[src/common/ntm_diff_params.svh]
//////////////////////////////
// Widths and fixed latencies of the first-difference datapath
// Included by the package, the scalar unit and the testbench
//////////////////////////////

`ifndef NTM_DIFF_PARAMS_SVH
`define NTM_DIFF_PARAMS_SVH

// Element, modulus and result width
`define NTM_DIFF_DATA_WIDTH 32

// Vector length and element index width
`define NTM_DIFF_INDEX_WIDTH 16

// Cycles from scalar_start to scalar_done
// Two reductions, entry and combine cycles
`define NTM_DIFF_SCALAR_LATENCY (2 * `NTM_DIFF_DATA_WIDTH + 2)

// Cycles from data_in_enable to data_out_enable at the top level
`define NTM_DIFF_TOTAL_LATENCY (2 * `NTM_DIFF_DATA_WIDTH + 4)

`endif
[src/common/ntm_diff_pkg.sv]
//////////////////////////////
// Shared types of the first-difference block
// Referenced by scoped name from the RTL and the testbench
//////////////////////////////

`include "ntm_diff_params.svh"

package ntm_diff_pkg;

  //////////////////////////////
  // Data types
  //////////////////////////////

  // One element, modulus or result
  typedef logic [`NTM_DIFF_DATA_WIDTH-1:0] data_t;

  // Vector length and element position
  typedef logic [`NTM_DIFF_INDEX_WIDTH-1:0] index_t;

  // Operand bundle from controller to scalar unit
  typedef struct packed {
    data_t modulo;
    data_t minuend;
    data_t subtrahend;
  } mod_operands_t;

  //////////////////////////////
  // FSM states
  //////////////////////////////

  // Vector controller
  typedef enum logic [1:0] {
    VEC_IDLE,
    VEC_WAIT_INPUT,
    VEC_WAIT_SCALAR
  } vec_state_e;

  // Scalar modular difference unit
  typedef enum logic [1:0] {
    SC_IDLE,
    SC_REDUCE_MINUEND,
    SC_REDUCE_SUBTRAHEND,
    SC_COMBINE
  } scalar_state_e;

endpackage

[src/source/ntm_differentiation_top.sv]
//////////////////////////////
// First difference of a vector modulo m
// Vector controller in front of one scalar modular difference unit
//////////////////////////////

module ntm_differentiation_top (
  // Global
  input  logic                  CLK,
  input  logic                  RST,

  // Vector control
  input  logic                  start,
  input  ntm_diff_pkg::index_t  size,
  input  ntm_diff_pkg::data_t   modulo,

  // Element stream
  input  ntm_diff_pkg::data_t   data_in,
  input  logic                  data_in_enable,
  output ntm_diff_pkg::data_t   data_out,
  output logic                  data_out_enable,
  output logic                  ready
);

  // Controller to scalar unit
  logic                        scalar_start;
  ntm_diff_pkg::mod_operands_t operands;
  // Scalar unit back to controller
  logic                        scalar_done;
  ntm_diff_pkg::data_t         difference;

  // Sequencing and result registers
  ntm_vector_differentiation vector_i (
    .CLK             (CLK),
    .RST             (RST),
    .start           (start),
    .size            (size),
    .modulo          (modulo),
    .data_in         (data_in),
    .data_in_enable  (data_in_enable),
    .data_out        (data_out),
    .data_out_enable (data_out_enable),
    .ready           (ready),
    .scalar_start    (scalar_start),
    .operands        (operands),
    .scalar_done     (scalar_done),
    .difference      (difference)
  );

  // Bit-serial modular difference
  ntm_scalar_mod_diff scalar_i (
    .CLK          (CLK),
    .RST          (RST),
    .scalar_start (scalar_start),
    .scalar_done  (scalar_done),
    .operands     (operands),
    .difference   (difference)
  );

endmodule

[src/vector_differentiation/ntm_vector_differentiation.sv]
//////////////////////////////
// Vector controller of the first difference
// Takes elements one at a time, feeds the scalar unit with the
// new and previous element, registers each result and flags the last
//////////////////////////////

module ntm_vector_differentiation (
  // Global
  input  logic                          CLK,
  input  logic                          RST,

  // Vector control
  input  logic                          start,
  input  ntm_diff_pkg::index_t          size,
  input  ntm_diff_pkg::data_t           modulo,

  // Element stream
  input  ntm_diff_pkg::data_t           data_in,
  input  logic                          data_in_enable,
  output ntm_diff_pkg::data_t           data_out,
  output logic                          data_out_enable,
  output logic                          ready,

  // Scalar unit side
  output logic                          scalar_start,
  output ntm_diff_pkg::mod_operands_t   operands,
  input  logic                          scalar_done,
  input  ntm_diff_pkg::data_t           difference
);

  //////////////////////////////
  // Signals
  //////////////////////////////

  // Controller state
  ntm_diff_pkg::vec_state_e state;

  // Vector length and current position
  ntm_diff_pkg::index_t length;
  ntm_diff_pkg::index_t index;

  // Modulus of the running vector
  ntm_diff_pkg::data_t modulus;

  // Element x[i-1], zero before the first one
  ntm_diff_pkg::data_t prev_element;

  // Accept strobes, only honoured in their own state
  logic start_accept;
  logic element_accept;

  // Current element is the last of the vector
  logic last_element;

  //////////////////////////////
  // Decode
  //////////////////////////////

  assign start_accept   = start && (state == ntm_diff_pkg::VEC_IDLE);
  assign element_accept = data_in_enable && (state == ntm_diff_pkg::VEC_WAIT_INPUT);
  assign last_element   = (index == length - ntm_diff_pkg::index_t'(1));

  //////////////////////////////
  // Control FSM
  //////////////////////////////

  always_ff @(posedge CLK or posedge RST) begin
    if (RST) begin
      state           <= ntm_diff_pkg::VEC_IDLE;
      length          <= '0;
      index           <= '0;
      scalar_start    <= 1'b0;
      data_out        <= '0;
      data_out_enable <= 1'b0;
      ready           <= 1'b0;
    end else begin
      // Single-cycle pulses by default
      scalar_start    <= 1'b0;
      data_out_enable <= 1'b0;
      ready           <= 1'b0;

      case (state)
        ntm_diff_pkg::VEC_IDLE: begin
          if (start_accept) begin
            // Empty vector runs as one element
            if (size == '0) begin
              length <= ntm_diff_pkg::index_t'(1);
            end else begin
              length <= size;
            end
            index <= '0;
            state <= ntm_diff_pkg::VEC_WAIT_INPUT;
          end
        end

        ntm_diff_pkg::VEC_WAIT_INPUT: begin
          if (element_accept) begin
            // Operands are registered in the same edge
            scalar_start <= 1'b1;
            state        <= ntm_diff_pkg::VEC_WAIT_SCALAR;
          end
        end

        ntm_diff_pkg::VEC_WAIT_SCALAR: begin
          if (scalar_done) begin
            // Result register
            data_out        <= difference;
            data_out_enable <= 1'b1;
            if (last_element) begin
              ready <= 1'b1;
              state <= ntm_diff_pkg::VEC_IDLE;
            end else begin
              index <= index + ntm_diff_pkg::index_t'(1);
              state <= ntm_diff_pkg::VEC_WAIT_INPUT;
            end
          end
        end

        default: begin
          state <= ntm_diff_pkg::VEC_IDLE;
        end
      endcase
    end
  end

  //////////////////////////////
  // Operand registers
  //////////////////////////////

  always_ff @(posedge CLK) begin
    if (start_accept) begin
      modulus      <= modulo;
      // x[-1] is zero
      prev_element <= '0;
    end

    if (element_accept) begin
      // x[i] - x[i-1], held until scalar_done
      operands.modulo     <= modulus;
      operands.minuend    <= data_in;
      operands.subtrahend <= prev_element;
      // Becomes x[i-1] for the next step
      prev_element        <= data_in;
    end
  end

endmodule

[src/source/ntm_scalar_mod_diff.sv]
//////////////////////////////
// Scalar modular difference (a - b) mod m
// Both operands go through one bit-serial restoring remainder,
// result and done pulse come a fixed number of cycles after start
//////////////////////////////

`include "ntm_diff_params.svh"

module ntm_scalar_mod_diff (
  // Global
  input  logic                          CLK,
  input  logic                          RST,

  // Control
  input  logic                          scalar_start,
  output logic                          scalar_done,

  // Data
  input  ntm_diff_pkg::mod_operands_t   operands,
  output ntm_diff_pkg::data_t           difference
);

  //////////////////////////////
  // Constants
  //////////////////////////////

  localparam int W         = `NTM_DIFF_DATA_WIDTH;
  localparam int CNT_WIDTH = $clog2(W);

  // Index of the final dividend bit
  localparam logic [CNT_WIDTH-1:0] LAST_BIT = CNT_WIDTH'(W - 1);

  //////////////////////////////
  // Signals
  //////////////////////////////

  ntm_diff_pkg::scalar_state_e state;
  logic [CNT_WIDTH-1:0]        bit_cnt;
  logic                        last_bit;

  // Partial remainder, always below the modulus
  ntm_diff_pkg::data_t rem;
  // Dividend, shifted out MSB first
  ntm_diff_pkg::data_t dvd;
  // Minuend mod m, kept over the second pass
  ntm_diff_pkg::data_t red_minuend;

  // One restoring step
  logic [W:0]          trial;
  logic [W:0]          trial_sub;
  logic                trial_ge;
  ntm_diff_pkg::data_t rem_next;

  // Final combine
  ntm_diff_pkg::data_t raw_diff;
  ntm_diff_pkg::data_t mod_diff;

  //////////////////////////////
  // Remainder step
  //////////////////////////////

  // Shift next dividend bit into the remainder
  assign trial     = {rem, dvd[W-1]};
  assign trial_sub = trial - {1'b0, operands.modulo};
  assign trial_ge  = (trial >= {1'b0, operands.modulo});
  // Both choices are below m, upper bit is zero
  assign rem_next  = trial_ge ? trial_sub[W-1:0] : trial[W-1:0];

  assign last_bit  = (bit_cnt == LAST_BIT);

  // Wrap a negative difference back by adding m
  assign raw_diff  = red_minuend - rem;
  assign mod_diff  = (red_minuend >= rem) ? raw_diff : raw_diff + operands.modulo;

  //////////////////////////////
  // Control FSM
  //////////////////////////////

  always_ff @(posedge CLK or posedge RST) begin
    if (RST) begin
      state       <= ntm_diff_pkg::SC_IDLE;
      bit_cnt     <= '0;
      scalar_done <= 1'b0;
    end else begin
      scalar_done <= 1'b0;

      case (state)
        ntm_diff_pkg::SC_IDLE: begin
          if (scalar_start) begin
            bit_cnt <= '0;
            state   <= ntm_diff_pkg::SC_REDUCE_MINUEND;
          end
        end

        ntm_diff_pkg::SC_REDUCE_MINUEND: begin
          bit_cnt <= last_bit ? '0 : bit_cnt + 1'b1;
          if (last_bit) begin
            state <= ntm_diff_pkg::SC_REDUCE_SUBTRAHEND;
          end
        end

        ntm_diff_pkg::SC_REDUCE_SUBTRAHEND: begin
          bit_cnt <= last_bit ? '0 : bit_cnt + 1'b1;
          if (last_bit) begin
            state <= ntm_diff_pkg::SC_COMBINE;
          end
        end

        ntm_diff_pkg::SC_COMBINE: begin
          scalar_done <= 1'b1;
          state       <= ntm_diff_pkg::SC_IDLE;
        end

        default: begin
          state <= ntm_diff_pkg::SC_IDLE;
        end
      endcase
    end
  end

  //////////////////////////////
  // Shared datapath
  //////////////////////////////

  always_ff @(posedge CLK) begin
    case (state)
      ntm_diff_pkg::SC_IDLE: begin
        // First pass on the minuend
        if (scalar_start) begin
          dvd <= operands.minuend;
          rem <= '0;
        end
      end

      ntm_diff_pkg::SC_REDUCE_MINUEND: begin
        if (last_bit) begin
          // Save result, reload for the subtrahend pass
          red_minuend <= rem_next;
          dvd         <= operands.subtrahend;
          rem         <= '0;
        end else begin
          dvd <= {dvd[W-2:0], 1'b0};
          rem <= rem_next;
        end
      end

      ntm_diff_pkg::SC_REDUCE_SUBTRAHEND: begin
        // Reduced subtrahend is left in rem
        dvd <= {dvd[W-2:0], 1'b0};
        rem <= rem_next;
      end

      ntm_diff_pkg::SC_COMBINE: begin
        difference <= mod_diff;
      end

      default: begin
        rem <= '0;
      end
    endcase
  end

endmodule

[config.mk]
export PLATFORM = sky130hd
export DESIGN_NAME = ntm_differentiation_top
export DESIGN_NICKNAME = d
export VERILOG_FILES = /design/src/common/ntm_diff_pkg.sv /design/src/source/ntm_differentiation_top.sv /design/src/vector_differentiation/ntm_vector_differentiation.sv /design/src/source/ntm_scalar_mod_diff.sv
export VERILOG_INCLUDE_DIRS = /design/src /design/src/common
export SDC_FILE = /design/constraint.sdc
export NUM_CORES = 1
export LEC_CHECK = 0
export BUFFER_PORTS_ARGS = -buffer_cell sky130_fd_sc_hd__buf_2
export CORE_MARGIN = 5
export CORE_UTILIZATION = 35
export DETAILED_ROUTE_END_ITERATION = 6
export SLEW_MARGIN = 0
export SYNTH_ARGS = -nofsm -noshare
export SYNTH_HDL_FRONTEND = slang
export SYNTH_HIERARCHICAL = 1
export SYNTH_SLANG_ARGS = --single-unit
export TNS_END_PERCENT = 50
[constraint.sdc]
create_clock -name CLK -period 14.58 [get_ports CLK]
set_input_delay 0 -clock CLK [delete_from_list [all_inputs] [get_ports CLK]]
set_output_delay 0 -clock CLK [all_outputs]
set_load 0.02 [all_outputs]
; Word-level counts from Yosys, hierarchy flattened
; Cells that the tools add are included.
[word_totals]
inputBits = 84
output_inout_bits = 34
register_bits = 365
wordCells = 94
[classes]
n_lt_le_gt_ge = 2
n_addsub = 6
eq_ne = 14
muxes = 35
n_reduce_logical = 18
[ops]
columns = operator, count
row1 = $mux W32, 8
row2 = $pmux W32 S3, 2
row3 = $mux W16, 4
row4 = $sub A32 B32 Y32, 2
row5 = $ge A33 B32 Y1, 1
row6 = $add A32 B32 Y32, 1
row7 = $ge A32 B32 Y1, 1
row8 = $pmux W16 S2, 1
row9 = $add A16 B1 Y16 const B, 1
row10 = $eq A16 B16 Y1, 1
row11 = $logic_not A16 Y1, 1
row12 = $sub A16 B1 Y16 const B, 1
row13 = $mux W2, 6
row14 = $mux W5, 2
row15 = $ne A2 B1 Y1 const B, 5
row16 = $pmux W5 S2, 1
row17 = $reduce_and A2 Y1, 5
row18 = $mux W1, 9
row19 = $pmux W2 S4, 1
row20 = $eq A2 B2 Y1 const B, 3
row21 = $pmux W2 S3, 1
row22 = $reduce_and A3 Y1, 2
row23 = $reduce_bool A2 Y1, 3
row24 = $add A5 B1 Y5 const B, 1
row25 = other kinds (8), 12

; Depth between registers and ports, before layout
[logic_depth]
word_depth = 5
mapped_depth = 23
depth_no_buf = 23

; By module
; Netlist, hierarchy kept.
[modules_own_cells]
columns = module, cells_each, seq_area_each_um2, area_each_um2, n_inst
row1 = ntm_scalar_mod_diff, 1257, 4043.9, 11109.4, 1
row2 = ntm_vector_differentiation, 580, 6531.3, 8473.1, 1

; Worst setup path before layout
; No wires, ideal clock.
[synth_timing]
path_kind = flip-flop to flip-flop
startpoint = register scalar_i.rem[0]
endpoint = register scalar_i.difference[29], data pin
synth_period_minus_slack_ps = 4575
path_stages_with_launch = 23
setup_ps = 260
required_ps = 14320
arrival_time_ps = 4315
path_buffers = 0
setup_slack_ps = 10005
path_cell_list = edfxtp_1 > ha_1 > inv_1 > fa_1 > a21oi_1 > o211a_1 > o31ai_1 > a21oi_1 > o21ai_2 > a21o_1 > a21oi_1 > xnor2_1 > ha_1 > a21o_1 > a21o_1 > a21oi_1 > nor2b_1 > o21ai_0 > nand2b_1 > a21o_1 > a221oi_1 > xnor2_1 > mux2_2
[synth_between]
elab_chain_len = 3
word_cells_on_any_way = 4
classes_between = 2 x add/sub / 1 x order compare / 1 x mux
[synth_rtl]
columns = element, line
row1 = from (decl), ntm_scalar_mod_diff.sv:42  ; ntm_diff_pkg::data_t rem;
row2 = from (signal assigned), ntm_scalar_mod_diff.sv:143  ; rem <= rem_next;
row3 = from (signal assigned), ntm_scalar_mod_diff.sv:150  ; rem <= rem_next;
row4 = $sub A32 B32 Y32, ntm_scalar_mod_diff.sv:72  ; assign raw_diff = red_minuend - rem;
row5 = $add A32 B32 Y32, ntm_scalar_mod_diff.sv:73  ; assign mod_diff = (red_minuend >= rem) ? raw_diff : raw_diff + operands.modulo;
row6 = $mux W32 *, ntm_scalar_mod_diff.sv:73
row7 = via scalar_i.mod_diff[29], ntm_scalar_mod_diff.sv:56  ; ntm_diff_pkg::data_t mod_diff;
row8 = to (signal assigned), ntm_scalar_mod_diff.sv:154  ; difference <= mod_diff;
row9 = to (decl), ntm_scalar_mod_diff.sv:20  ; output ntm_diff_pkg::data_t difference
; Mark *: on every way through the listed nets, which the timed path passes. The rest lies on a longest branch.
; A chain may end at the register's enable or synchronous reset.

; Worst setup path after layout
; Same ends and word-level chain as after synthesis.

==> impl_metrics.toml <==
[status]
status = "finished, final reports clean"

[placement]
port_buffers = 117
gp_congestion = 0.864
dpl.hpwl_mm = 32.9

[timing]
tns_ns = 0
tightest_slew_ns = 1.19
finalClockSkew_ns = 0.0219
post-route-period-util_pct = 36.3
rsz0062_at_grt = "false"
slew_viol_final = 0
setup_viol = 0
hold_violations = 0
fmax_mhz = 189
fin_crit_ns = 5.29
slew_headroom_pct = 20.2

[worst_setup_path]
reg2regPathDepth = 22
worstPathRequired_ns = 14.89
endpoint = "scalar_i/difference[29]$_DFFE_PP_"
r2r_slack_ns = 9.29
worst-path-max-fanout = 5
crit_chain = "ha_1 -> inv_1 -> fa_1 -> a21oi_1 -> o211a_1 -> o31ai_1 -> a21oi_1 -> o21ai_2 -> a21o_1 -> a21oi_1 -> xnor2_1 -> ha_1 -> a21o_1 -> a21o_1 -> a21oi_1 -> nor2b_1 -> o21ai_0 -> nand2b_1 -> a21o_1 -> a221oi_1 -> xnor2_1 -> mux2_2"
worst_setup_path_end_kind = "register"
cp_top_family = "compound AO/OA/AOI/OAI gates"
r2r-start = "scalar_i/rem[0]$_DFFE_PP_"
start_kind = "register"
worstReg2RegEnd = "scalar_i/difference[29]$_DFFE_PP_"
startpoint = "scalar_i/rem[0]$_DFFE_PP_"
cp_num_buf_inv = 1
cpPeakStageDelay_ns = 0.43
slowest_stage = "edfxtp_1"
crit_cells = 22
cp.arrival_ns = 5.60
critPathKind = "reg2reg"

[job]
drv_cap = 0

[yosys]
ys_seq_area_share_pct = 54.0
ys.flop_type = "edfxtp_1"
async_flop_share_pct = 21.1
ys_ff_latch = 365
synth_fp_nets = 2033
yosysWarnings = 6
syn_area_per_cell_um2 = 10.7
synth_edf_count = 288
synth_cells = 1837
synth.distinct_cells = 84
netlist_area_um2 = 19600

[cells_and_area]
diodes = 0
regArea_um2 = 10600
finalNetCount = 2238
fillCellCount = 5371
multi_input_area_um2 = 8370
drive_gt1_share_pct = 12.0
syn_to_final_growth_pct = 19.2

[power_and_ir_drop]
vdd_drop_max_mv = 0.0934
finalPower_mw = 2.27
p_sw_mw = 0.444
pwr-share-seq_pct = 49.1
p_int_mw = 1.83
comb_power_share_pct = 1.6
power.leakage_nw = 9.36
p_sw_share_pct = 19.6
power.density_nw_per_um2 = 97.3
p_clk_share_pct = 49.4

[clock_network]
h-tree-depth = 2
clock_latency_ns = 0.56
cts_tree = "done"
cts.path.max_buffers = 3
postCtsResizedCells = 0
cts_inserted_buffers = 44
clock_sinks = 365
cts_setup_buffers = 0
clk_transition_reported_paths_ns = 0.06
root_buffer = "clkbuf_16"

[drt]
drcViolationCount = 0
num_vias = 13900
viasPerCell = 4.93
first_iter_violations = 844
wl_per_cell_um = 16.7
ant_nets = 0
dr.pass1.iters = 5
totalWireLength_mm = 47.0

[floorplan]
die-area_um2 = 60800
ioPinCount = 118
die-width_um = 247
dieHeight_um = 247
std_cell_rows = 86
initial_core_util_pct = 35.4
core-area_um2 = 55300

[grt]
grt_pass1_vias = 14000
antenna_found_initial = 0
grt.total_usage_pct = 15.4
grt_pass1_wl_mm = 75.6
grt-ovfl-total = 0
grt_start_max_net_pins = 80

[worst_hold_path]
min_path_type = "in2reg"
## per-layer routing
| layer | routed length, um | vias to the layer above | track usage (%) |
|---|---|---|---|
| li1 | - | 6956 | - |
| met1 | 22200 | 6573 | 21.3 |
| met2 | 21600 | 309 | 25.2 |
| met3 | 1910 | 82 | 2.18 |
| met4 | 1310 | 0 | 5.17 |
| met5 | 0 | - | 0 |
## how the worst min path moves through the flow
| stage | startpoint | end | cells past startpoint |
|---|---|---|---|
| 6_report | modulo[20] | vector_i/modulus[20]$_DFFE_PP_ | 2 |
| 5_1_grt | modulo[14] | vector_i/modulus[14]$_DFFE_PP_ | 2 |
| 4_1_cts | modulo[17] | vector_i/modulus[17]$_DFFE_PP_ | 2 |
| 3_5_place_dp | RST | vector_i/state[0]$_DFFE_PP0P_ | 2 |
| 3_3_place_gp | RST | vector_i/state[0]$_DFFE_PP0P_ | 2 |
| 2_1_floorplan | RST | scalar_i/bit_cnt[0]$_DFFE_PP0P_ | 1 |
## layout make-up
type	instances	area share (%)
well taps	748	4.01
clock buffers	54	4.97
repair buffers	222	6.87
clock inverters	26	1.35
multi-input cells	1309	35.9
flip-flops and latches	365	45.3
inverters	100	1.61
## power groups by stage
stage	combinational, mW	clock [mW]	sequential [mW]
detailed placement	0.0181	0	1.13
global route	0.0402	1.20	1.11
CTS	0.0362	1.16	1.11
floorplan	0.00346	0	1.13
global placement	0.0177	0	1.13
finish	0.0357	1.12	1.11
## cells by family after synthesis
kind of cell | count (synthesis) | synth area share [%]
flops | 365 | 54.0
compound gates | 397 | 12.9
fa+ha+maj | 112 | 7.27
xor+xnor | 103 | 4.68
buf+inv | 163 | 3.42
simple gates | 664 | 15.9
mux | 33 | 1.87
## sequential cells by signal, indices dropped and copies added, names as in the netlist, 2 cells and up
name and cells:
scalar_i/difference 32, vector_i/operands 96, vector_i/modulus 32, scalar_i/state 2, scalar_i/rem 32, scalar_i/bit_cnt 5
vector_i/length 16, vector_i/data_out 32, scalar_i/red_minuend 32, vector_i/prev_element 32, vector_i/state 2, vector_i/index 16
scalar_i/dvd 32
## stage by stage
step / std cells / hold WS, ns / setup WS, ns / cell area (um2) / util [%]
2_1_floorplan: 1837 / -0.184 / 10.00 / 19600 / -
3_3_place_gp: 2652 / -0.108 / 9.53 / 20900 / 37.9
3_5_place_dp: 2652 / -0.103 / 9.41 / 20900 / 37.9
4_1_cts: 2824 / 0.103 / 9.36 / 23300 / 42.2
5_1_grt: 2824 / 0.135 / 9.03 / 23300 / 42.2
6_report: 2824 / 0.152 / 9.29 / 23300 / 42.2
## worst register-to-register path, delay by kind of cell, from the launching register on
family,cells,cell delay [ns]
simple gates,2,0.15
buf+inv,1,0.05
mux,1,0.26
compound gates,13,2.93
flops,1,0.43
xor+xnor,2,0.29
fa+ha+maj,3,0.93
## layout by cell type (no fill, tap or decap), types with 16 or more instances in the layout
cell           Yosys  layout
nand2b_1          17      17
nand4_1           18      18
inv_1             98      97
nand2_1          364     364
edfxtp_1         288     288
xor2_1            33      33
ha_1             109     108
a21o_1            48      48
o21ai_0           82      81
mux2_2            23      23
clkbuf_16          0      45
nor2b_1           17      16
dfrtp_1           77      77
nand3_1           28      28
a21oi_1          107     107
nor2_1            68      66
dlygate4sd3_1      0      92
and2_1            77      75
xnor2_1           69      69
buf_2             10     117
o21ai_1           27      27
## cell usage after synthesis (all sizes together), types with 5 or more instances
cell type | instances | share of area (%)
a211oi | 11 | 0.45
ha | 109 | 7.0
nor2b | 17 | 0.54
o21a | 14 | 0.54
or2 | 5 | 0.16
and3 | 12 | 0.38
a221oi | 5 | 0.22
o21bai | 15 | 0.58
o31ai | 12 | 0.46
a31oi | 13 | 0.42
o21ai | 114 | 3.0
mux2 | 28 | 1.6
dfrtp | 77 | 9.8
nand2 | 364 | 7.0
nand4 | 18 | 0.58
o211ai | 10 | 0.38
inv | 99 | 1.9
nand2b | 17 | 0.54
nand3 | 28 | 0.72
nor3 | 14 | 0.36
a21oi | 111 | 2.9
a21o | 48 | 1.8
nor4 | 12 | 0.52
buf | 21 | 0.70
or3 | 8 | 0.28
nor2 | 68 | 1.3
and2 | 77 | 2.5
clkbuf | 42 | 0.81
xnor2 | 69 | 3.1
edfxtp | 288 | 44
mux2i | 5 | 0.26
xor2 | 33 | 1.5
or4 | 6 | 0.23
## timing repair
action,in CTS,in global routing
endpoints found under the setup margin,0,0
hold endpoints to repair,202,0
hold buffers,92,0
No activity file was read; power rests on OpenSTA's default activity.
